## src/hdl/dual_issue_cfg.svh

```systemverilog
// Widths, depths and latencies of the dual-issue core
// Memory is word addressed; only the low index bits of a byte address are kept
// exec_pipe and the load path need a latency of at least 2
`ifndef DUAL_ISSUE_CFG_SVH
`define DUAL_ISSUE_CFG_SVH

`define XLEN         32
`define REG_COUNT    32
`define QUEUE_DEPTH  16
`define MEM_WORDS    64
`define ADD_LATENCY  4
`define MUL_LATENCY  6
`define LOAD_LATENCY 2

`endif

```

## src/hdl/dual_issue_pkg.sv

```systemverilog
// Types shared by the RTL and the testbench
// decoded_t only travels from the decoders into dispatch
`include "dual_issue_cfg.svh"

package dual_issue_pkg;

    typedef logic [`XLEN-1:0] word_t;
    typedef logic [31:0] instr_t;
    typedef logic [4:0] reg_idx_t;
    typedef logic [$clog2(`MEM_WORDS)-1:0] mem_addr_t;
    typedef logic [$clog2(`QUEUE_DEPTH+1)-1:0] queue_count_t;

    typedef enum logic [2:0] {
        op_nop,
        op_add,
        op_mul,
        op_load,
        op_store
    } op_class_e;

    typedef struct packed {
        op_class_e op;
        reg_idx_t  rd;
        reg_idx_t  rs1;
        reg_idx_t  rs2;
        word_t     imm;  // Sign-extended I or S immediate
    } decoded_t;

    typedef enum logic [1:0] {
        st_idle,
        st_run,
        st_drain
    } run_state_e;

endpackage

```

## src/hdl/instruction_decoder.sv

```systemverilog
// RV32 subset decode: ADD, MUL, LW, SW; anything else is a NOP
// Fields an instruction does not use come out as x0 so they never stall
`timescale 1ns/100ps

module instruction_decoder (
    input  dual_issue_pkg::instr_t   instr,
    output dual_issue_pkg::decoded_t dec
);
    import dual_issue_pkg::*;

    localparam logic [6:0] OPC_OP    = 7'b0110011;
    localparam logic [6:0] OPC_LOAD  = 7'b0000011;
    localparam logic [6:0] OPC_STORE = 7'b0100011;

    op_class_e  op;
    logic [6:0] opcode;
    logic [2:0] funct3;
    logic [6:0] funct7;

    assign opcode = instr[6:0];
    assign funct3 = instr[14:12];
    assign funct7 = instr[31:25];

    always_comb begin
        op = op_nop;
        if (opcode == OPC_OP && funct3 == 3'b000 && funct7 == 7'b0000000)
            op = op_add;
        else if (opcode == OPC_OP && funct3 == 3'b000 && funct7 == 7'b0000001)
            op = op_mul;
        else if (opcode == OPC_LOAD && funct3 == 3'b010)
            op = op_load;
        else if (opcode == OPC_STORE && funct3 == 3'b010)
            op = op_store;
    end

    assign dec.op  = op;
    assign dec.rd  = (op == op_add || op == op_mul || op == op_load) ? instr[11:7] : '0;
    assign dec.rs1 = (op == op_nop) ? '0 : instr[19:15];
    assign dec.rs2 = (op == op_add || op == op_mul || op == op_store) ? instr[24:20] : '0;
    assign dec.imm = (op == op_store) ? {{20{instr[31]}}, instr[31:25], instr[11:7]} :
                     (op == op_load)  ? {{20{instr[31]}}, instr[31:20]} : '0;

endmodule

```

## config.mk

```make
export PLATFORM = sky130hd
export DESIGN_NAME = instruction_decoder
export DESIGN_NICKNAME = d
export VERILOG_FILES = /design/src/hdl/dual_issue_pkg.sv /design/src/hdl/instruction_decoder.sv
export VERILOG_INCLUDE_DIRS = /design/src /design/src/hdl
export SDC_FILE = /design/constraint.sdc
export NUM_CORES = 1
export LEC_CHECK = 0
export BUFFER_PORTS_ARGS = -buffer_cell sky130_fd_sc_hd__buf_2
export CAP_MARGIN = 20
export CORE_AREA = 2 2 48 50
export DETAILED_ROUTE_END_ITERATION = 8
export DIE_AREA = 0 0 50 52
export GPL_TIMING_DRIVEN = 0
export PLACE_DENSITY = 0.84
export RECOVER_POWER = 100
export SLEW_MARGIN = 20
export SYNTH_ARGS = -nofsm -noshare
export SYNTH_HDL_FRONTEND = slang
export SYNTH_SLANG_ARGS = --single-unit
```

## constraint.sdc

```tcl
create_clock -name vclk -period 1.56
set_input_delay 0.156 -clock vclk [all_inputs]
set_output_delay 0.156 -clock vclk [all_outputs]
set_load 0.01 [all_outputs]
```

; After elaboration in Yosys (flattened, before gate mapping)
; Index checks and enable logic that the tools add are counted.
; W data, S select, Z words.
[totals]
regBits = 0
inputBits = 32
output_inout_bits = 50
[op_classes]
n_eq_ne = 9
n_mux = 9
n_reduce_logical = 11
[op_table]
columns = cell, count
row1 = $mux W32, 2
row2 = $mux W5, 3
row3 = $eq A7 B6 Y1 const B, 2
row4 = $mux W3, 4
row5 = $eq A3 B2 Y1 const B, 3
row6 = $eq A7 B1 Y1 const B, 1
row7 = $eq A7 B2 Y1 const B, 1
row8 = $logic_not A7 Y1, 1
row9 = $logic_not A3 Y1, 2
row10 = $logic_and A1 B1 Y1, 5
row11 = $eq A3 B1 Y1 const B, 1
row12 = $eq A3 B3 Y1 const B, 1
row13 = $logic_or A1 B1 Y1, 3

; Depth between registers and ports, before layout
[logic_depth]
word_depth = 10
mapped_depth = 4
mapped_depth_nobuf = 3

; Least setup slack after synthesis
; Ideal clock, no wire load.
[synth_timing]
path_kind = input to output
startpoint = input instr[12]
endpoint = output dec[12] (netlist bit)
arrival_time_ns = 1.557
slack_ns = -0.153
path_stages = 4
n_path_buf = 1
path_cell_list = nor4_4 and3_1 and2_1 buf_4
[synth_lines]
columns = element, line
row1 = "start, declared", instruction_decoder.sv:6  ; input dual_issue_pkg::instr_t instr,
row2 = "end, declared", instruction_decoder.sv:7  ; output dual_issue_pkg::decoded_t dec

==> results_dict.tcl <==
set metrics [dict create \
    first_global_vias 675 \
    p_per_area_mw_per_mm2 106 \
    yosys.cell_types.count 21 \
    final_area_sq_mm 0.00104 \
    endpoint_kind "primary output" \
    post-route-period-util 0.965 \
    dp.cells 182 \
    netlist_area_sq_um 551 \
    drc 0 \
    drt_first_pass_iters 4 \
    fin_nets 190 \
    io_buffers 82 \
    vias 810 \
    track_usage 0.139 \
    num_antenna_cells 0 \
    path_cells "buf_2, nor4_4, buf_4, nand4b_4, nor3b_1, buf_2" \
    synth_cells 72 \
    dieArea_sq_mm 0.00260 \
    min_period_ns 1.51 \
    n_clock_buffer 0 \
    drtAntennaViolNets 0 \
    drv_slew 0 \
    swShare 0.483 \
    max_freq_mhz 664 \
    drv_cap 0 \
    regArea_sq_um 0 \
    final_util 0.495 \
    dp.final_hpwl_microns 1710 \
    status "finished, final reports clean" \
    fp-row-count 17 \
    cpPeakStageDelay_ns 0.29 \
    rsz0062_at_grt "true" \
    critical_path.most_common_cell "buf_2" \
    nFillCells 245 \
    hold_violations 0 \
    crit_family "simple AND/OR/NAND/NOR gates" \
    grt_pass1_wl_microns 2990 \
    intPower_uw 56.9 \
    syn_to_final_growth_pct 89.3 \
    antenna_found_initial 0 \
    grt_start_max_net_pins 12 \
    crit_required_ns 1.40 \
    core-area_sq_mm 0.00211 \
    cellLeakagePower_nw 0.594 \
    viasPerCell 4.40 \
    p_seq_frac 0 \
    postPlaceCellArea_sq_um 997 \
    whs_ns 0.584 \
    worstSetupPathType "in2out" \
    gp_congestion 0.692 \
    n_sequential_cell 0 \
    drt-initial-drc-count 8 \
    die_x_microns 50 \
    post_drt_wl_per_cell_microns 10.8 \
    hold_class "in2out" \
    io_pins 82 \
    vdd_ir_drop_max_uv 61.1 \
    finalNonFillerCells 184 \
    post_synth.cell_area_avg_sq_um 7.65 \
    p_switching_uw 53.2 \
    ys_warn_count 0 \
    combPwrFrac 1.000 \
    pwr-share-clk 0 \
    setup_viol 0 \
    ctsHoldBuffers 0 \
    slew_headroom 0.708 \
    arrival_ns 1.35 \
    syn-num-nets 104 \
    grt-ovfl-total 0 \
    start_util 0.261 \
    yosysSeqAreaShare 0 \
    drive_gt1_frac 0.647 \
    slowest_stage "nor4_4" \
    routed_wl_microns 1990 \
    path_max_fanout 10 \
    critical_path.startpoint_type "primary input" \
    path_buf_inv 3 \
    tightest_slew_ns 0.437 \
    die_h_microns 52 \
]
worst paths after layout:
path | start | to | slack, ns | cells after the start
setup / recovery | instr[2] | dec[43] | 0.05 | 6
hold / removal | instr[25] | dec[47] | 0.58 | 3
cell usage after synthesis, drive strengths merged:
| cell type | number | share of area |
|---|---|---|
| nor2 | 6 | 0.041 |
| nor4b | 1 | 0.027 |
| nor4 | 2 | 0.061 |
| and2 | 7 | 0.080 |
| and3 | 1 | 0.011 |
| a21oi | 1 | 0.0091 |
| buf | 21 | 0.28 |
| nand2 | 1 | 0.0068 |
| nor3b | 16 | 0.22 |
| and4b | 1 | 0.018 |
| nand4 | 1 | 0.011 |
| nor4bb | 1 | 0.018 |
| nor2b | 1 | 0.011 |
| mux2i | 5 | 0.091 |
| inv | 1 | 0.0068 |
| a31oi | 2 | 0.023 |
| nand3 | 1 | 0.018 |
| o22ai | 2 | 0.023 |
| nand4b | 1 | 0.043 |
cell type report:
class              instances  area (sq um)  share of cell area
well taps                 28          35.0              0.0336
multi-input cells         51           447               0.429
repair buffers            83           402               0.385
inverters                  1          3.75             0.00360
plain buffers             21           155               0.149
timing repair:
item / 4_1_cts / 5_1_grt
pin swaps: 2 / 1
resized for setup: 6 / 3
buffers inserted: 1 / 0
gates cloned: 1 / 0
endpoints found under the setup margin: 26 / 32
layout by cell type (no fill, tap or decap), types with 5 or more instances in the layout:
| cell | count |
|---|---|
| buf_2 | 57 |
| nor3b_1 | 16 |
| buf_4 | 16 |
| clkbuf_2 | 13 |
| clkbuf_1 | 13 |
| and2_1 | 6 |
| nor2_1 | 6 |
| mux2i_1 | 5 |
| clkbuf_4 | 5 |
per-stage QoR:
| step | setup TNS, ns | total power, mW | worst slack (ns) |
|---|---|---|---|
| after floorplan | 0 | 0.0378 | 0.0472 |
| after global placement | -6.00 | 0.0953 | -0.291 |
| after detailed placement | -6.45 | 0.0982 | -0.319 |
| after CTS | 0 | 0.104 | 0.0211 |
| after global routing | -0.136 | 0.120 | -0.0372 |
| final | 0 | 0.110 | 0.0541 |
power groups by stage:
| stage | Sequential [mW] | Combinational (mW) | Clock [mW] |
|---|---|---|---|
| final | 0 | 0.110 | 0 |
| after global routing | 0 | 0.120 | 0 |
| after CTS | 0 | 0.104 | 0 |
| after detailed placement | 0 | 0.0982 | 0 |
| after global placement | 0 | 0.0953 | 0 |
| after floorplan | 0 | 0.0378 | 0 |
per-layer routing:
| metal | vias up | wire length (microns) | GRT usage |
|---|---|---|---|
| li1 | 413 | - | - |
| met2 | 51 | 1000 | 0.285 |
| met5 | - | 0 | 0 |
| met4 | 0 | 0 | 0 |
| met3 | 0 | 245 | 0.0259 |
| met1 | 346 | 742 | 0.155 |
cells by family after synthesis:
group,share of synthesized area
AND/OR/NAND/NOR,0.566
buffers and inverters,0.289
AO/OA/AOI/OAI,0.0545
multiplexers,0.0909
Note: power is estimated with default switching activity, not from simulation.
