`config.mk`:
```
export PLATFORM = sky130hd
export DESIGN_NAME = memory_unit
export DESIGN_NICKNAME = d
export VERILOG_FILES = /design/src/hdl/dual_issue_pkg.sv /design/src/hdl/memory_unit.sv
export VERILOG_INCLUDE_DIRS = /design/src /design/src/hdl
export SDC_FILE = /design/constraint.sdc
export NUM_CORES = 2
export LEC_CHECK = 0
export BUFFER_PORTS_ARGS = -buffer_cell sky130_fd_sc_hd__buf_2
export CORE_MARGIN = 4
export CORE_UTILIZATION = 60
export CTS_CLUSTER_SIZE = 40
export DETAILED_ROUTE_END_ITERATION = 10
export HOLD_SLACK_MARGIN = 0.1
export PLACE_DENSITY = 0.8
export REMOVE_ABC_BUFFERS = 1
export SETUP_SLACK_MARGIN = 0.2
export SLEW_MARGIN = 25
export SYNTH_ARGS = -nofsm -noshare
export SYNTH_HDL_FRONTEND = slang
export SYNTH_SLANG_ARGS = --single-unit
```
`constraint.sdc`:
```
create_clock -name clk -period 2.4 [get_ports clk]
set_input_delay 0.36 -clock clk [delete_from_list [all_inputs] [get_ports clk]]
set_output_delay 0.36 -clock clk [all_outputs]
set_load 0.01 [all_outputs]
```
`src/hdl/dual_issue_cfg.svh`:
```
// Widths, depths and latencies of the dual-issue core
// Memory is word addressed; only the low index bits of a byte address are kept
// exec_pipe and the load path need a latency of at least 2
`ifndef DUAL_ISSUE_CFG_SVH
`define DUAL_ISSUE_CFG_SVH

`define XLEN         32
`define REG_COUNT    32
`define QUEUE_DEPTH  16
`define MEM_WORDS    64
`define ADD_LATENCY  4
`define MUL_LATENCY  6
`define LOAD_LATENCY 2

`endif

```
`src/hdl/dual_issue_pkg.sv`:
```
// Types shared by the RTL and the testbench
// decoded_t only travels from the decoders into dispatch
`include "dual_issue_cfg.svh"

package dual_issue_pkg;

    typedef logic [`XLEN-1:0] word_t;
    typedef logic [31:0] instr_t;
    typedef logic [4:0] reg_idx_t;
    typedef logic [$clog2(`MEM_WORDS)-1:0] mem_addr_t;
    typedef logic [$clog2(`QUEUE_DEPTH+1)-1:0] queue_count_t;

    typedef enum logic [2:0] {
        op_nop,
        op_add,
        op_mul,
        op_load,
        op_store
    } op_class_e;

    typedef struct packed {
        op_class_e op;
        reg_idx_t  rd;
        reg_idx_t  rs1;
        reg_idx_t  rs2;
        word_t     imm;  // Sign-extended I or S immediate
    } decoded_t;

    typedef enum logic [1:0] {
        st_idle,
        st_run,
        st_drain
    } run_state_e;

endpackage

```
`src/hdl/memory_unit.sv`:
```
// Word-addressed data memory, one load or store per cycle
// Stores land at the issue edge, loads write back LOAD_LATENCY edges later
`timescale 1ns/100ps
`include "dual_issue_cfg.svh"

module memory_unit (
    input  logic                      clk,
    input  logic                      rst_n,
    input  logic                      load_issue,
    input  logic                      store_issue,
    input  dual_issue_pkg::mem_addr_t addr,
    input  dual_issue_pkg::word_t     store_data,
    input  dual_issue_pkg::reg_idx_t  load_rd,
    output logic                      wb_valid,
    output dual_issue_pkg::reg_idx_t  wb_rd,
    output dual_issue_pkg::word_t     wb_data
);
    import dual_issue_pkg::*;

    word_t                    mem    [`MEM_WORDS];
    logic [`LOAD_LATENCY-1:0] vld;
    reg_idx_t                 rd_q   [`LOAD_LATENCY];
    word_t                    data_q [`LOAD_LATENCY];

    always_ff @(posedge clk or negedge rst_n) begin
        if (!rst_n) begin
            mem <= '{default: '0};
            vld <= '0;
        end else begin
            vld <= {vld[`LOAD_LATENCY-2:0], load_issue};
            if (store_issue)
                mem[addr] <= store_data;
        end
    end

    // Read at issue, then carry through the load pipeline
    always_ff @(posedge clk) begin
        rd_q[0]   <= load_rd;
        data_q[0] <= mem[addr];
        for (int i = 1; i < `LOAD_LATENCY; i++) begin
            rd_q[i]   <= rd_q[i-1];
            data_q[i] <= data_q[i-1];
        end
    end

    assign wb_valid = vld[`LOAD_LATENCY-1];
    assign wb_rd    = rd_q[`LOAD_LATENCY-1];
    assign wb_data  = data_q[`LOAD_LATENCY-1];

endmodule

```
# Word-level counts from Yosys, hierarchy flattened
# Memories as Yosys holds them, arrays and structs flattened.
# Cells that the tools add are included.
[op_classes] add_sub_neg=0 n_mul=0 div=0 n_lt_le_gt_ge=2 eq_ne=0 n_shift=0 mux=6 bitwise=1 reduce_logical=1
[op_table] operator="bitwise mux 2048 bit" count=1
[op_table] operator="binary-select mux 32 bit (select 6 bit)" count=1
[op_table] operator="demux 32 bit (select 6 bit)" count=1
[op_table] operator="two-way mux 32 bit" count=3
[op_table] operator="greater-or-equal comparator 7 bit, second input constant" count=1
[op_table] operator="less-than comparator 7 x 1 -> 1 bit, second input constant" count=1
[op_table] operator="inverter 6 -> 7 bit" count=1
[op_table] operator="logical AND 1 bit" count=1
[word_totals] register_bits=2050 latch_bits=0 ramBits=74 mem_bits_ro=0 out_inout_bits=38 mem_count=2
[memory_table] memory="data_q" depth=2 word_bits=32 read_ports=2 rd_ports_with_merged_regs=0 wr=2 line_no="memory_unit.sv:23" text="word_t data_q [`LOAD_LATENCY];"
[memory_table] memory="rd_q" depth=2 word_bits=5 read_ports=2 rd_ports_with_merged_regs=0 wr=2 line_no="memory_unit.sv:22" text="reg_idx_t rd_q [`LOAD_LATENCY];"

# Depth between registers and ports, before layout
[depth] ltp_word=6 mapped_depth=11 ltp_nobuf=6

# Worst setup path after synthesis
# Ideal clock, no wire load.
[synth_timing] path_type="input to register" start="input addr[1]" end="memory data_q[0][12] (netlist bit)" t_arrival_ps=2083 setup_slack_ps=183 cell_stages=8 path_cell_list="buf_2 clkbuf_1 mux2_2 a221oi_1 a21oi_1 o21ai_0 nand3_1 or4_1"
[synth_rtl] item="from (decl)" line_no="memory_unit.sv:11" text="input dual_issue_pkg::mem_addr_t addr,"
[synth_rtl] item="to (decl)" line_no="memory_unit.sv:23"

==> results.cfg <==
[power_and_ir_drop]
powerDensity_nw_per_um2 = 799
p_sw_mw = 23.4
peakVddDrop_uv = 784
p_leak_nw = 52.1
sequentialPowerShare = 0.486
switching_share = 0.263
p_int_mw = 65.6
power.share.clock = 0.380
total_power_mw = 89.1
comb_power_share = 0.134

[clock_tree]
cts_buffers = 209
post_cts_buffers = 0
insertion_delay_ps = 900
cts-root-buf = clkbuf_16
cts_sinks = 2124
clkTransAtPathRegs_ps = 60
htreeDepth = 4
tritoncts = done
clockBufferDepth = 3

[floorplan]
die-area_um2 = 163000
io_pins = 85
die_y_um = 404
die_w_um = 404
core_area_um2 = 156000
row_count = 145
start_util = 0.603

[synth]
yosysUniqueCellTypes = 61
synthTopCellsByArea = dfrtp_1 (54%), mux2_2 (25%), a221oi_1 (5.8%)
synth_warnings = 0
ys.flop_type = dfrtp_1
synth_edf_count = 0
synth-seq-cells = 2124
syn_area_um2 = 94200
ys_top_cells_by_count = mux2_2 (2128), dfrtp_1 (2050), a221oi_1 (620), clkbuf_1 (358), nor2_1 (286)
syn_inst = 7038
synth_top_area_frac = 0.544
avgSynthCellArea_um2 = 13.4
yosysTopAreaCell = dfrtp_1
yosys.cell_count.top_type = mux2_2
async_reset_ff_frac = 0.965
seq_area_frac_synth = 0.560

[placement]
dp.cells = 9236
place_area_um2 = 104000
dpl.hpwl_mm = 208
gp_congestion = 0.950
numPortBuffers = 84

[layout]
area_growth_pct = 18.3
stdcell_count = 9658
final_area_um2 = 111000
drive_gt1_frac = 0.469
num-nets-final = 7452
finish.utilization = 0.713
nFillCells = 9627

[sta]
period_share = 0.948
clock_skew_ps = 88.4
finalCriticalPeriod_ps = 2270
setup_violations = 0
final_max_slew_viol_count = 0
fin_hold_ws_ps = 123
fmax_ghz = 0.440
slew_headroom = 0.290
tightestPinTransition_ps = 1050
grt_setup_unrepaired = yes
hold_viol_final = 0

[detailed_routing]
vias = 70200
drtPass1Iterations = 8
wirelength_mm = 327
drt_iter0_drc = 9428
wl_per_cell_um = 33.9
via_per_inst = 7.26
drc = 0
antenna_left = 0

[worst_hold_path]
min_path_type = input pin to flop
hold_depth = 3

[setup_path]
crit_slowest_cell = or4_4
required_ps = 3150
crit_path_max_incr_delay_ps = 630
rrSetupSlack_ps = 150
path_max_fanout = 39
critical_path_arrival_ps = 3020
rr_worst_depth = 5
cp-end-kind = flop
start_kind = input pin
critical_path.cell_chain = clkbuf_8, nor2b_4, buf_12, buf_4, a221oi_1, nor2_1, o21ai_1, nand4_1, or4_4
worst-setup-path-type = input pin to flop

[grt]
grt_usage = 0.398
grt_pass1_wl_mm = 483
grt-ovfl-total = 0
antenna_found_initial = 30
grt_max_degree = 108
first_global_vias = 73400

[status]
outcome = complete, no violations

[flow_run]
maxCapViolations = 0
==> area by class of cell <==
cell class | instances | area (um^2) | area share
clock inverters | 64 | 882 | 0.00792
clock buffers | 327 | 6210 | 0.0558
multi-input cells | 4085 | 38200 | 0.343
diodes | 15 | 37.5 | 0.000337
flip-flops and latches | 2124 | 52800 | 0.474
well taps | 2058 | 2570 | 0.0231
inverters | 4 | 30.0 | 0.000269
repair buffers | 981 | 10700 | 0.0960
==> power groups by stage <==
stage	combinational [mW]	sequential, mW	clock [mW]
after global routing	12.6	43.7	35.3
after floorplan	6.40	42.8	0
final	12.0	43.3	33.8
after global placement	11.0	43.3	0
after CTS	11.7	43.2	33.8
after detailed placement	11.5	43.7	0
==> cell usage in the layout (no fill, tap or decap), types with 65 or more instances in the layout <==
| master | synthesis | routed |
|---|---|---|
| mux2_2 | 2128 | 2128 |
| dfrtp_1 | 2050 | 2050 |
| nand2_1 | 110 | 78 |
| a22oi_1 | 167 | 167 |
| a221oi_1 | 620 | 611 |
| a21oi_1 | 72 | 69 |
| nor2_1 | 286 | 252 |
| o21ai_0 | 183 | 167 |
| clkbuf_16 | 0 | 210 |
| buf_12 | 0 | 277 |
| buf_2 | 276 | 79 |
| mux2i_1 | 66 | 66 |
| clkbuf_1 | 358 | 65 |
| dfxtp_1 | 74 | 74 |
| buf_4 | 47 | 605 |
==> metrics by stage <==
stage / TNS (ps) / worst slack, ps
2_1_floorplan: -9645990 / -7960
5_1_grt: 0 / 160
4_1_cts: 0 / 187
3_5_place_dp: -272290 / -1090
6_report: 0 / 125
3_3_place_gp: -255250 / -1070
==> registers in the layout (all words and copies together), names as in the netlist <==
signal  flops
vld         2
data_q     64
rd_q       10
mem      2048
==> metal layers <==
metal,global-route usage,routed length (um),vias to the layer above
li1,-,-,27200
met1,0.493,115000,36100
met2,0.587,143000,5256
met3,0.138,42400,1558
met4,0.277,27100,20
met5,0,136,-
==> critical path, delay by kind of cell <==
family / cells / cell delay, ps
and+or+nand+nor: 4 / 1280
buffers and inverters: 3 / 770
AOI/OAI and AO/OA: 2 / 570
==> kinds of logic (layout without fill, tap and decap cells) <==
kind of cell / after synthesis / count (layout) / synth area share
AOI/OAI and AO/OA: 1340 / 1340 / 0.111
buffers and inverters: 829 / 1376 / 0.0399
DFF: 2124 / 2124 / 0.560
muxes: 2217 / 2217 / 0.264
other: 0 / 15 / 0
and+or+nand+nor: 528 / 528 / 0.0242
==> worst paths after layout <==
check | end | start
worst max-delay path | data_q[0][4] | addr[0]
worst min-delay path | mem[1155] | store_data[3]
worst max register to register | data_q[0][4] | mem[1732]
worst min register to register | rd_q[0][5] | rd_q[0][0]
max in group asynchronous | mem[978] | rst_n
min in group asynchronous | mem[1380] | rst_n
==> what timing repair did <==
item                                    in CTS  in global routing
pin swaps                                    1                  8
hold buffers                                16                  0
endpoints found under the setup margin       7                 16
endpoints found under the hold margin     1739                  0
resized for setup                           13                 32
Note: power is estimated with default switching activity, not from simulation.
