$ cat src/hdl/dual_issue_cfg.svh
// Widths, depths and latencies of the dual-issue core
// Memory is word addressed; only the low index bits of a byte address are kept
// exec_pipe and the load path need a latency of at least 2
`ifndef DUAL_ISSUE_CFG_SVH
`define DUAL_ISSUE_CFG_SVH

`define XLEN         32
`define REG_COUNT    32
`define QUEUE_DEPTH  16
`define MEM_WORDS    64
`define ADD_LATENCY  4
`define MUL_LATENCY  6
`define LOAD_LATENCY 2

`endif

$ cat src/hdl/dual_issue_pkg.sv
// Types shared by the RTL and the testbench
// decoded_t only travels from the decoders into dispatch
`include "dual_issue_cfg.svh"

package dual_issue_pkg;

    typedef logic [`XLEN-1:0] word_t;
    typedef logic [31:0] instr_t;
    typedef logic [4:0] reg_idx_t;
    typedef logic [$clog2(`MEM_WORDS)-1:0] mem_addr_t;
    typedef logic [$clog2(`QUEUE_DEPTH+1)-1:0] queue_count_t;

    typedef enum logic [2:0] {
        op_nop,
        op_add,
        op_mul,
        op_load,
        op_store
    } op_class_e;

    typedef struct packed {
        op_class_e op;
        reg_idx_t  rd;
        reg_idx_t  rs1;
        reg_idx_t  rs2;
        word_t     imm;  // Sign-extended I or S immediate
    } decoded_t;

    typedef enum logic [1:0] {
        st_idle,
        st_run,
        st_drain
    } run_state_e;

endpackage

$ cat src/hdl/exec_pipe.sv
// Fully pipelined fixed-latency ALU, add or multiply (low 32 bits)
// Result is formed at issue and shifted LATENCY stages; LATENCY >= 2
`timescale 1ns/100ps

module exec_pipe #(
    parameter int LATENCY = 4,
    parameter bit IS_MUL  = 1'b0
) (
    input  logic                     clk,
    input  logic                     rst_n,
    input  logic                     issue,
    input  dual_issue_pkg::reg_idx_t issue_rd,
    input  dual_issue_pkg::word_t    op_a,
    input  dual_issue_pkg::word_t    op_b,
    output logic                     wb_valid,
    output dual_issue_pkg::reg_idx_t wb_rd,
    output dual_issue_pkg::word_t    wb_data
);
    import dual_issue_pkg::*;

    logic [LATENCY-1:0] vld;
    reg_idx_t           rd_q   [LATENCY];
    word_t              data_q [LATENCY];
    word_t              result;

    if (IS_MUL) begin : g_mul
        assign result = op_a * op_b;
    end else begin : g_add
        assign result = op_a + op_b;
    end

    always_ff @(posedge clk or negedge rst_n) begin
        if (!rst_n)
            vld <= '0;
        else
            vld <= {vld[LATENCY-2:0], issue};
    end

    always_ff @(posedge clk) begin
        rd_q[0]   <= issue_rd;
        data_q[0] <= result;
        for (int i = 1; i < LATENCY; i++) begin
            rd_q[i]   <= rd_q[i-1];
            data_q[i] <= data_q[i-1];
        end
    end

    assign wb_valid = vld[LATENCY-1];
    assign wb_rd    = rd_q[LATENCY-1];
    assign wb_data  = data_q[LATENCY-1];

endmodule

$ cat config.mk
export PLATFORM = sky130hd
export DESIGN_NAME = exec_pipe
export DESIGN_NICKNAME = d
export VERILOG_FILES = /design/src/hdl/dual_issue_pkg.sv /design/src/hdl/exec_pipe.sv
export VERILOG_INCLUDE_DIRS = /design/src /design/src/hdl
export SDC_FILE = /design/constraint.sdc
export NUM_CORES = 1
export LEC_CHECK = 0
export ABC_AREA = 0
export BUFFER_PORTS_ARGS = -buffer_cell sky130_fd_sc_hd__buf_4
export CAP_MARGIN = 20
export CORE_ASPECT_RATIO = 0.6
export CORE_MARGIN = 2
export CORE_UTILIZATION = 30
export DETAILED_ROUTE_END_ITERATION = 7
export SLEW_MARGIN = 40
export SYNTH_ARGS = -nofsm -noshare
export SYNTH_HDL_FRONTEND = slang
export SYNTH_SLANG_ARGS = --single-unit
$ cat constraint.sdc
create_clock -name clk -period 0.8 [get_ports clk]
set_clock_uncertainty 0.1 [all_clocks]
set_input_delay 0.08 -clock clk [delete_from_list [all_inputs] [get_ports clk]]
set_output_delay 0.08 -clock clk [all_outputs]
set_load 0.05 [all_outputs]
======== Yosys cells after proc, flatten, opt, wreduce, memory -nomap -nowiden ========
Memories as Yosys holds them, arrays and structs flattened.
Index checks and enable logic that the tools add are counted.
word-level totals
  bits in writable memories ............... 148
  bits in read-only memories .............. 0
  output and inout bits ................... 38
  memories kept ........................... 2
  bits in registers ....................... 4
  latch bits .............................. 0
  input port bits ......................... 72
  word-level logic and storage cells ...... 4
memories
  memory  words  bits a word  read ports  clocked after memory_dff  write ports  RTL line         text
  data_q  4      32           4           0                         4            exec_pipe.sv:23  word_t data_q [LATENCY];
  rd_q    4      5            4           0                         4            exec_pipe.sv:22  reg_idx_t rd_q [LATENCY];
cells by class
  div/mod/pow operators ................... 0
  add/sub/neg operators ................... 1
  shift-type cells ........................ 0
  multiplexer cells ....................... 0
  bitwise operators ....................... 0
  magnitude comparators ................... 0
  equality and inequality tests ........... 0
  multipliers ............................. 0
  reduce and logical (&&, ||, !) cells .... 0
operator list
  operator        number
  $add 32x32->32  1

======== Logic depth before layout (Yosys ltp) ========
  depth after elaboration ................. 1
  depth in mapped cells ................... 9

======== Worst setup path after synthesis ========
Ideal clock, no wire load.
  path kind ............................... input to register
  from .................................... in op_a[0]
  to ...................................... mem data_q[0][26] in the netlist's numbering
  stages on the path ...................... 9
  data required time ...................... 0.574 ns
  slack ................................... -1.304 ns
  arrival ................................. 1.878 ns
  path through ............................ ha_1 fa_1 a21o_1 a31o_1 nand2_1 o221ai_1 a311oi_1 o21bai_1 xor2_1
RTL lines
  item             RTL line         text
  start, declared  exec_pipe.sv:13  input dual_issue_pkg::word_t op_a,
  end, declared    exec_pipe.sv:23

==> impl_metrics.csv <==
group,metric,value,unit
synth,syn_nets,496,
final_layout,final_cells,848,
timing,finalSetupViolCount,66,
synth,yosysWarnings,0,
critical_path,critPathLaunchType,"primary input",
cts,cts.path.max_buffers,2,
placement,place_ws,-1410,ps
run_status,status,"complete, but fails checks",
grt,grt_start_max_net_pins,18,
synth,postSynthCellCount,392,
pwr,power_leakage,0.00377,uW
grt,grt_pass1_vias,3846,
critical_path,crit_path_end_kind,"flip-flop",
cts,cts_buffers,17,
placement,place.detailed.instances,786,
final_layout,fillers,1266,
floorplan,die_y,102,um
pwr,p_sw,7030,uW
synth,ys_types,53,
synth,synth_top_area_share,61.6,%
synth,synth_top_cell_by_area,"dfxtp_1",
placement,dpl.hpwl,8810,um
critical_path,critPathKind,"in -> reg",
timing,fin_hold_ws,-87.5,ps
synth,yosysSeqAreaShare,63.7,%
detailed_routing,routed_via_density,4.31,
cts,cts-root-buf,"clkbuf_16",
timing,finalSetupTns,-29530,ps
critical_path,cp.required,990,ps
pwr,power-per-cell-area,2780,nW/um^2
final_layout,area_growth,78.9,%
detailed_routing,routed_wl,12100,um
pwr,p_clk_share,34.6,%
timing,fin_crit,1740,ps
timing,max_slew_margin,77.0,%
floorplan,io_pins,110,
placement,gp_congestion,0.868,
grt,track_usage,14.5,%
cts,clkLatencyLatePin,410,ps
timing,setup_ws,-938,ps
cts,htree_num_levels,4,
pwr,p_int,16900,uW
worst_hold_path,hp-class,"in -> reg",
pwr,pwr-share-comb,25.0,%
placement,post_dp_cell_area,6860,um^2
pwr,netSwitchingFraction,29.4,%
cts,hold_buffers,9,
timing,fmax,575,MHz
pwr,seqPwrFrac,40.4,%
detailed_routing,drc_errors,8,
timing,post-route-period-util,217,%
run_status,violations,"design-rule violations, negative hold slack, negative setup slack",
grt,grt_pass1_wl,19300,um
timing,drv_slew,0,
detailed_routing,dr.pass1.iters,6,
detailed_routing,drtAntennaViolNets,0,
floorplan,placementRows,35,
timing,rsz0062_at_grt,"true",
detailed_routing,wl_per_cell,14.3,um
cts,cts_tree,"built",
synth,synth_area,4810,um^2
timing,hold_viol,1,
critical_path,crit_path_max_fanout,3,
critical_path,cp_data_arrival_time,1920,ps
cts,cts.clk_slew.worst_paths,70,ps
floorplan,initial_core_util,31.0,%
pwr,ir_drop,1760,uV
synth,netlist_top_cells_area,"dfxtp_1 (62%), ha_1 (8.1%), a21oi_1 (3.0%)",
final_layout,finalNetCount,736,
floorplan,die_x,167,um
grt,antenna_found_initial,1,
final_layout,diodes,0,
synth,ys.flop_type,"dfxtp_1",
detailed_routing,first_iter_violations,192,
detailed_routing,num_vias,3653,
flow_run,maxCapViolations,0,
grt,overflow,0,
floorplan,die-area,17100,um^2
synth,synthArstFlopShare,2.63,%
cts,cts_sinks,152,
placement,io_buffer_count,109,
synth,synth_edf_count,0,
final_layout,stdcell_area,8610,um^2
timing,tightest_slew,344,ps
floorplan,core_area,15500,um^2
synth,ys_seq_elements,152,
final_layout,drive_above_1_share,60.9,%
synth,avgSynthCellArea,12.3,um^2
==> timing repair <==
item	4_1_cts	5_1_grt
resized for setup	162	47
setup buffers	13	13
endpoints found under the setup margin	66	66
pin swaps	32	34
endpoints found under the hold margin	15	1
cloned	0	0
==> layout make-up <==
type | instances | area, um^2 | share of cell area [%]
clock inverter | 15 | 208 | 2.41
clock buffer | 17 | 425 | 4.94
tap | 203 | 254 | 2.95
multi-input combinational | 224 | 2470 | 28.7
timing repair buffer | 231 | 2120 | 24.6
inverter | 6 | 22.5 | 0.262
sequential | 152 | 3110 | 36.1
==> per-layer routing <==
metal  vias to the layer above  routed length [um]  GRT usage [%]
met5                         -                   0              0
met4                         0                 117           5.55
met3                        11                 503           3.29
met2                        78                5370           22.7
met1                      1697                6140           19.9
li1                       1867                   -              -
==> worst paths after layout <==
path / cells after the start / endpoint / slack [ps] / from
setup / recovery: 9 / data_q[0][31] / -940 / op_b[9]
hold / removal: 2 / data_q[0][1] / -90 / op_b[1]
setup reg to reg: 0 / vld[2] / 230 / vld[1]
hold reg to reg: 0 / data_q[1][19] / 210 / data_q[0][19]
max in group asynchronous: 3 / vld[1] / 60 / rst_n
min in group asynchronous: 3 / vld[0] / 440 / rst_n
==> flip-flops by register name, indices dropped and copies added (netlist names) <==
signal  flops
data_q    128
rd_q       20
vld         4
==> cell usage after synthesis (5+ instances only) <==
cell	number
xor2_1	15
inv_1	5
a21o_1	19
xnor2_1	13
nand3_1	10
nor2_1	12
nand2_1	19
o21ai_1	7
o21ai_0	7
clkbuf_1	6
a21oi_1	29
ha_1	31
nand4_1	7
dfxtp_1	148
==> cell families (layout without fill, tap and decap cells) <==
logic type	Yosys count	count (layout)	share of synthesized area, %
buf+inv	16	269	1.35
compound gates	97	97	14.4
simple gates	65	65	6.58
xor+xnor	28	28	5.10
fa+ha+maj	32	32	8.48
mux	2	2	0.416
flops	152	152	63.7
==> power by group through the flow <==
stage / Combinational [uW] / Clock, uW / Sequential, uW
2_1_floorplan: 1500 / 0 / 10800
3_3_place_gp: 4640 / 0 / 9600
3_5_place_dp: 4690 / 0 / 9640
4_1_cts: 5600 / 8480 / 9670
5_1_grt: 6270 / 8840 / 9810
6_report: 5970 / 8260 / 9650
==> cells in the final DEF (no fill, tap or decap), types with 7 or more instances in the layout <==
cell,netlist,layout
buf_4,0,155
xor2_1,15,9
a21oi_4,0,8
buf_6,0,38
ha_1,31,11
nor2_1,12,11
dlygate4sd3_1,0,9
dfxtp_2,0,37
a21oi_1,29,9
a21o_1,19,19
dfxtp_1,148,111
clkbuf_16,0,17
nand2_1,19,12
buf_8,0,29
a21oi_2,0,12
ha_4,0,19
nand4_1,7,7
==> worst max-delay path, cell delays in order <==
cell and delay, ps:
buf_6 90, ha_4 270, and3_4 180, o211ai_1 100, o21bai_4 200, a22oi_4 220, a31oi_4 120, o311a_1 290
or3_1 350
==> stage by stage <==
step	util, %	power (uW)	hold slack, ps
finish	55.5	23900	-87.5
global route	55.5	24900	-94.3
CTS	53.6	23700	-104
detailed placement	44.2	14300	-222
global placement	44.2	14200	-225
floorplan	-	12300	-316
(Power assumes the default switching activity.)
