$ cat config.mk
export PLATFORM = sky130hd
export DESIGN_NAME = instruction_queue
export DESIGN_NICKNAME = d
export VERILOG_FILES = /design/src/hdl/dual_issue_pkg.sv /design/src/hdl/instruction_queue.sv
export VERILOG_INCLUDE_DIRS = /design/src /design/src/hdl
export SDC_FILE = /design/constraint.sdc
export NUM_CORES = 1
export LEC_CHECK = 0
export BUFFER_PORTS_ARGS = -buffer_cell sky130_fd_sc_hd__buf_4
export CORE_MARGIN = 2
export CORE_UTILIZATION = 55
export DETAILED_ROUTE_END_ITERATION = 6
export PLACE_DENSITY = 0.83
export SYNTH_ARGS = -nofsm -noshare
export SYNTH_HDL_FRONTEND = slang
export SYNTH_SLANG_ARGS = --single-unit
$ cat constraint.sdc
create_clock -name clk -period 4.6 [get_ports clk]
set_clock_uncertainty 0.05 [all_clocks]
set_input_delay 0.23 -clock clk [delete_from_list [all_inputs] [get_ports clk]]
set_output_delay 0.23 -clock clk [all_outputs]
set_load 0.005 [all_outputs]
$ cat src/hdl/dual_issue_cfg.svh
// Widths, depths and latencies of the dual-issue core
// Memory is word addressed; only the low index bits of a byte address are kept
// exec_pipe and the load path need a latency of at least 2
`ifndef DUAL_ISSUE_CFG_SVH
`define DUAL_ISSUE_CFG_SVH

`define XLEN         32
`define REG_COUNT    32
`define QUEUE_DEPTH  16
`define MEM_WORDS    64
`define ADD_LATENCY  4
`define MUL_LATENCY  6
`define LOAD_LATENCY 2

`endif

$ cat src/hdl/dual_issue_pkg.sv
// Types shared by the RTL and the testbench
// decoded_t only travels from the decoders into dispatch
`include "dual_issue_cfg.svh"

package dual_issue_pkg;

    typedef logic [`XLEN-1:0] word_t;
    typedef logic [31:0] instr_t;
    typedef logic [4:0] reg_idx_t;
    typedef logic [$clog2(`MEM_WORDS)-1:0] mem_addr_t;
    typedef logic [$clog2(`QUEUE_DEPTH+1)-1:0] queue_count_t;

    typedef enum logic [2:0] {
        op_nop,
        op_add,
        op_mul,
        op_load,
        op_store
    } op_class_e;

    typedef struct packed {
        op_class_e op;
        reg_idx_t  rd;
        reg_idx_t  rs1;
        reg_idx_t  rs2;
        word_t     imm;  // Sign-extended I or S immediate
    } decoded_t;

    typedef enum logic [1:0] {
        st_idle,
        st_run,
        st_drain
    } run_state_e;

endpackage

$ cat src/hdl/instruction_queue.sv
// Program FIFO, one push per cycle, up to two pops per cycle
// pop_count must never exceed count; a push to a full queue is dropped
`timescale 1ns/100ps
`include "dual_issue_cfg.svh"

module instruction_queue (
    input  logic                         clk,
    input  logic                         rst_n,
    input  logic                         push,
    input  dual_issue_pkg::instr_t       push_instr,
    input  logic [1:0]                   pop_count,
    output dual_issue_pkg::instr_t       head0,
    output dual_issue_pkg::instr_t       head1,
    output dual_issue_pkg::queue_count_t count,
    output logic                         empty,
    output logic                         full
);
    import dual_issue_pkg::*;

    localparam int AW = $clog2(`QUEUE_DEPTH);

    instr_t        entries [`QUEUE_DEPTH];
    logic [AW-1:0] wr_ptr;
    logic [AW-1:0] rd_ptr;
    logic          push_ok;

    assign full    = count == queue_count_t'(`QUEUE_DEPTH);
    assign empty   = count == '0;
    assign push_ok = push && !full;
    assign head0   = entries[rd_ptr];
    assign head1   = entries[rd_ptr + 1'b1];  // Wraps with the pointer

    always_ff @(posedge clk or negedge rst_n) begin
        if (!rst_n) begin
            wr_ptr <= '0;
            rd_ptr <= '0;
            count  <= '0;
        end else begin
            if (push_ok)
                wr_ptr <= wr_ptr + 1'b1;
            rd_ptr <= rd_ptr + AW'(pop_count);
            count  <= count + queue_count_t'(push_ok) - queue_count_t'(pop_count);
        end
    end

    always_ff @(posedge clk) begin
        if (push_ok)
            entries[wr_ptr] <= push_instr;
    end

endmodule

# ---- Yosys cells after proc, flatten, opt, wreduce, memory -nomap -nowiden
# Memory sizes are Yosys's and may differ from the RTL's.
# Index checks and enable logic that the tools add are counted.
dict set report totals {
  elab_cells 15
  register_bits 13
  input_bits 37
  output_inout_bits 71
  mem_bits_rw 512
  mem_count 1
}
# name words width read_ports rd_clocked_by_memory_dff write_ports line
set mem_list {}
lappend mem_list {entries 16 32 2 0 1 instruction_queue.sv:22} ;# instr_t entries [`QUEUE_DEPTH];
dict set report classes {
  add_sub_neg 5
  n_reduce_logical 3
  eq_ne 1
  n_mux 2
}
# cell count
set op_table {}
lappend op_table {{adder 4 x 1 -> 4 bit (second input constant)} 2}
lappend op_table {{adder 5 x 1 -> 5 bit} 1}
lappend op_table {{equality test 5 bit (second input constant)} 1}
lappend op_table {{logical NOT 5 bit} 1}
lappend op_table {{subtractor 5 x 2 -> 5 bit} 1}
lappend op_table {{adder 4 x 2 -> 4 bit} 1}
lappend op_table {{2-to-1 mux 1 bit} 2}
lappend op_table {{logical AND 1 bit} 1}
lappend op_table {{logical NOT 1 bit} 1}

# ---- Logic depth before layout (Yosys ltp)
dict set report logic_depth {
  ltp_word 5
  ltp_mapped 15
  ltp_nobuf 14
}

# ---- Least setup slack after synthesis
# Ideal clock, no wire load.
dict set report synth_timing {
  path_type {flip-flop to flip-flop}
  from {register count[2]}
  to {memory entries[3][0] (netlist bit) (enable)}
  period_less_slack_ns 4.023
  n_path_buf 1
  slack_ns 0.577
  t_required_ns 4.089
  path_stages_with_launch 8
  setup_time_ns 0.461
  t_arrival_ns 3.512
  cell_sequence {dfrtp_1 inv_1 ha_1 nor4bb_1 nor2b_1 clkbuf_1 nand2_1 nor3_1}
}
dict set report synth_between {
  elab_chain_cells 5
}
# element line
set synth_lines {}
lappend synth_lines {{from (decl)} instruction_queue.sv:14} ;# output dual_issue_pkg::queue_count_t count,
lappend synth_lines {{from (signal assigned)} instruction_queue.sv:42} ;# count <= count + queue_count_t'(push_ok) - queue_count_t'(pop_count);
lappend synth_lines {{equality test 5 bit} instruction_queue.sv:27} ;# assign full = count == queue_count_t'(`QUEUE_DEPTH);
lappend synth_lines {{via full} instruction_queue.sv:16} ;# output logic full
lappend synth_lines {{logical NOT 1 bit} instruction_queue.sv:29} ;# assign push_ok = push && !full;
lappend synth_lines {{logical AND 1 bit} instruction_queue.sv:29}
lappend synth_lines {{2-to-1 mux 1 bit} instruction_queue.sv:47} ;# if (push_ok)
lappend synth_lines {{2-to-1 mux 1 bit (not written as such)} instruction_queue.sv:48} ;# entries[wr_ptr] <= push_instr;
lappend synth_lines {{to (decl)} instruction_queue.sv:22}
# The timed path passes the listed nets, and every way through them passes these cells.

# ---- Final worst setup path
dict set report layout_timing {
  from {register rd_ptr[1]}
  to {output head1[31]}
}
dict set report layout_between {
  elab_chain_cells 2
}
# element line
set layout_lines {}
lappend layout_lines {{from (decl)} instruction_queue.sv:24} ;# logic [AW-1:0] rd_ptr;
lappend layout_lines {{from (signal assigned)} instruction_queue.sv:41} ;# rd_ptr <= rd_ptr + AW'(pop_count);
lappend layout_lines {{adder 4 x 1 -> 4 bit} instruction_queue.sv:31} ;# assign head1 = entries[rd_ptr + 1'b1];
lappend layout_lines {{memory read (16 x 32 bit)} -}
lappend layout_lines {{to (decl)} instruction_queue.sv:13} ;# output dual_issue_pkg::instr_t head1,
# No other way between the ends.

==> impl_metrics.yaml <==
grt:
  grt_pass1_wl_mm: 90.8
  grt_usage_pct: 26.3
  grt_overflow_total: 0
  grt_pass1_vias: 14700
  antenna_found_initial: 1
  grt_max_degree: 110
placed_design:
  hpwlAfterDp_mm: 35.5
  placedCellCount: 1964
  port_buffers: 107
  gp_congestion: 0.796
  placed_cell_area_um2: 26000
detailed_routing:
  wl_per_cell_um: 28.7
  drt_pass1_iterations: 5
  detail_route.iter0.violations: 1596
  vias: 14300
  wl_mm: 60.1
  drc: 0
  ant_nets: 0
  viasPerCell: 6.84
final_layout:
  post-route-util_pct: 63.6
  layoutNonFillerInstCount: 2093
  final_nets: 1513
  syn2layout_area_growth_pct: 14.4
  finalInstanceArea_um2: 28000
  drive_above_1_share_pct: 30.2
  diodes: 0
floorplanning:
  start_util_pct: 55.6
  chipWidth_um: 215
  dieArea_um2: 46200
  die_h_um: 215
  num_rows: 77
  pin_count: 108
  core-area_um2: 44000
synth:
  synth-seq-cells: 525
  synth_nets: 1377
  synth_ff_type: "edfxtp_1"
  synth.distinct_cells: 39
  yosysWarningCount: 0
  synthTopCellsByCount: "edfxtp_1 (512), mux4_2 (192), mux2i_1 (128), inv_1 (57), a221oi_1 (48)"
  post-synth-top-count-cell: "edfxtp_1"
  synth_edf_count: 512
  seq_area_frac_synth_pct: 64.1
  yosysTopAreaCell: "edfxtp_1"
  netlist.area_leader.share_pct: 62.8
  synth_area_um2: 24500
  yosys-top-cells-area: "edfxtp_1 (63%), mux4_2 (18%), mux2i_1 (5.2%)"
  synth_cells: 1324
  avgSynthCellArea_um2: 18.5
  async_reset_ff_share_pct: 2.48
hold_path:
  holdPathEnd: "rd_ptr[1]"
  hp-start: "pop_count[1]"
  hold_class: "in -> reg"
  hold_depth: 4
timing:
  fin_setup_tns_ns: 0
  maxSlewViolCount: 0
  fin_crit_ns: 4.03
  worst-slew-pin-transition_ns: 1.38
  hold_violations: 0
  fmax_mhz: 248
  setup_viol: 0
  rsz0062_at_grt: "no"
  period_share_pct: 87.7
  slew_headroom_pct: 7.88
pwr:
  power.density_nw_per_um2: 728
  leakage_nw: 9.56
  ir_worst_vdd_mv: 0.613
worst_setup_path:
  crit-reg2reg-launch: "count[2]"
  cp.arrival_ns: 3.75
  critPathLaunchType: "flop"
  critPathKind: "reg -> out"
  reg2reg_depth: 7
  required_ns: 4.32
  crit_fanout: 25
  r2r_end: "entries[8][8]"
  worst_setup_path_end_kind: "output pin"
  ff2ff_setup_slack_ns: 1.19
clocking:
  insertion_delay_ns: 0.58
  cts.clk_slew.worst_paths_ns: 0.06
  cts.sinks: 525
  cts_root_buf: "clkbuf_16"
  ctsHtreeMaxLevel: 2
  cts_tree: "yes"
  cts_max_path_buffers: 3
  post_cts_resize_count: 0
  cts-buffers-inserted: 51
  postCtsSetupRepairBufs: 0
run:
  drv_cap: 0
outcome:
  status: "finished, final reports clean"
## layout make-up
cell class | instances | area [um2]
multi-input cells | 620 | 8060
repair buffers | 181 | 1500
inverters | 81 | 304
well taps | 592 | 741
clock inverters | 30 | 325
clock buffers | 64 | 1370
flip-flops and latches | 525 | 15700
fillers | 2927 | 16000
## cells in the final DEF (no fill, tap or decap), types with 3 or more instances in the layout
cell           count
inv_1             56
o22ai_1           32
nor2_4            12
clkbuf_1          11
a221o_1           32
nor2b_1            3
a22oi_1           32
clkbuf_16         53
a21oi_1            3
o21ai_1           18
o21ai_0           15
a221oi_2          16
mux2i_1          128
clkinv_1          36
nand2b_1           3
dlygate4sd3_1     35
a221oi_1          48
dfrtp_1            9
mux4_2           192
buf_4            142
bufinv_16          7
nor3_2             4
nand2_1           40
clkinvlp_4         3
ha_1              13
clkinv_2           6
buf_12             4
xnor2_1            7
edfxtp_1         512
## cell families (layout without fill, tap and decap cells)
kind of cell / after synthesis / after routing / synth area share, %
DFF: 525 / 525 / 64.1
and+or+nand+nor: 72 / 72 / 1.32
muxes: 320 / 320 / 22.9
adders and majority gates: 16 / 16 / 0.879
xor gates and xnor gates: 9 / 9 / 0.322
buffers and inverters: 179 / 356 / 3.69
AOI/OAI and AO/OA: 203 / 203 / 6.75
## power breakdown
group	switching, W	internal (W)	leakage [nW]
clock network	0.00177	0.00249	0.816
registers	0.000372	0.00580	4.77
logic	0.00532	0.00465	3.97
total	0.00746	0.0129	9.56
## registers in the layout, indices dropped and copies added (netlist names)
register / count
entries: 512
count: 5
rd_ptr: 4
wr_ptr: 4
## layer usage
metal	vias up	GRT usage, %	share of wire, %
li1	5852	-	-
met2	854	43.2	50
met5	-	0	0.022
met4	2	10.5	4.1
met3	155	4.98	9.6
met1	7447	35.1	37
## worst max path at each step
stage | startpoint | end | slack [ns] | cells past startpoint
finish | rd_ptr[1] | head1[31] | 0.57 | 6
global route | rd_ptr[1] | head1[1] | 0.48 | 6
CTS | rd_ptr[1] | head1[1] | 0.59 | 6
detailed placement | count[2] | entries[8][15] | 1.16 | 7
global placement | rd_ptr[1] | head1[1] | 1.26 | 6
floorplan | count[2] | entries[3][0] | 0.58 | 7
## critical path, cell delays in order, from the launching register on
cell	delay [ns]
dfrtp_4	0.79
nand3b_1	0.32
and2_1	0.31
o22ai_4	0.97
buf_4	0.36
a221o_1	0.24
buf_4	0.13
## through the flow
stage	hold WS (ns)	power, W	setup WS (ns)
finish	0.109	0.0204	0.568
global route	0.142	0.0213	0.482
CTS	0.0976	0.0204	0.588
detailed placement	0.0368	0.0162	1.16
global placement	0.0396	0.0159	1.26
floorplan	-0.116	0.0126	0.577
## repair_timing
item	in CTS	in global routing
endpoints found under the setup margin	0	0
hold buffers	35	0
hold endpoints to repair	526	0
(Power assumes the default switching activity.)
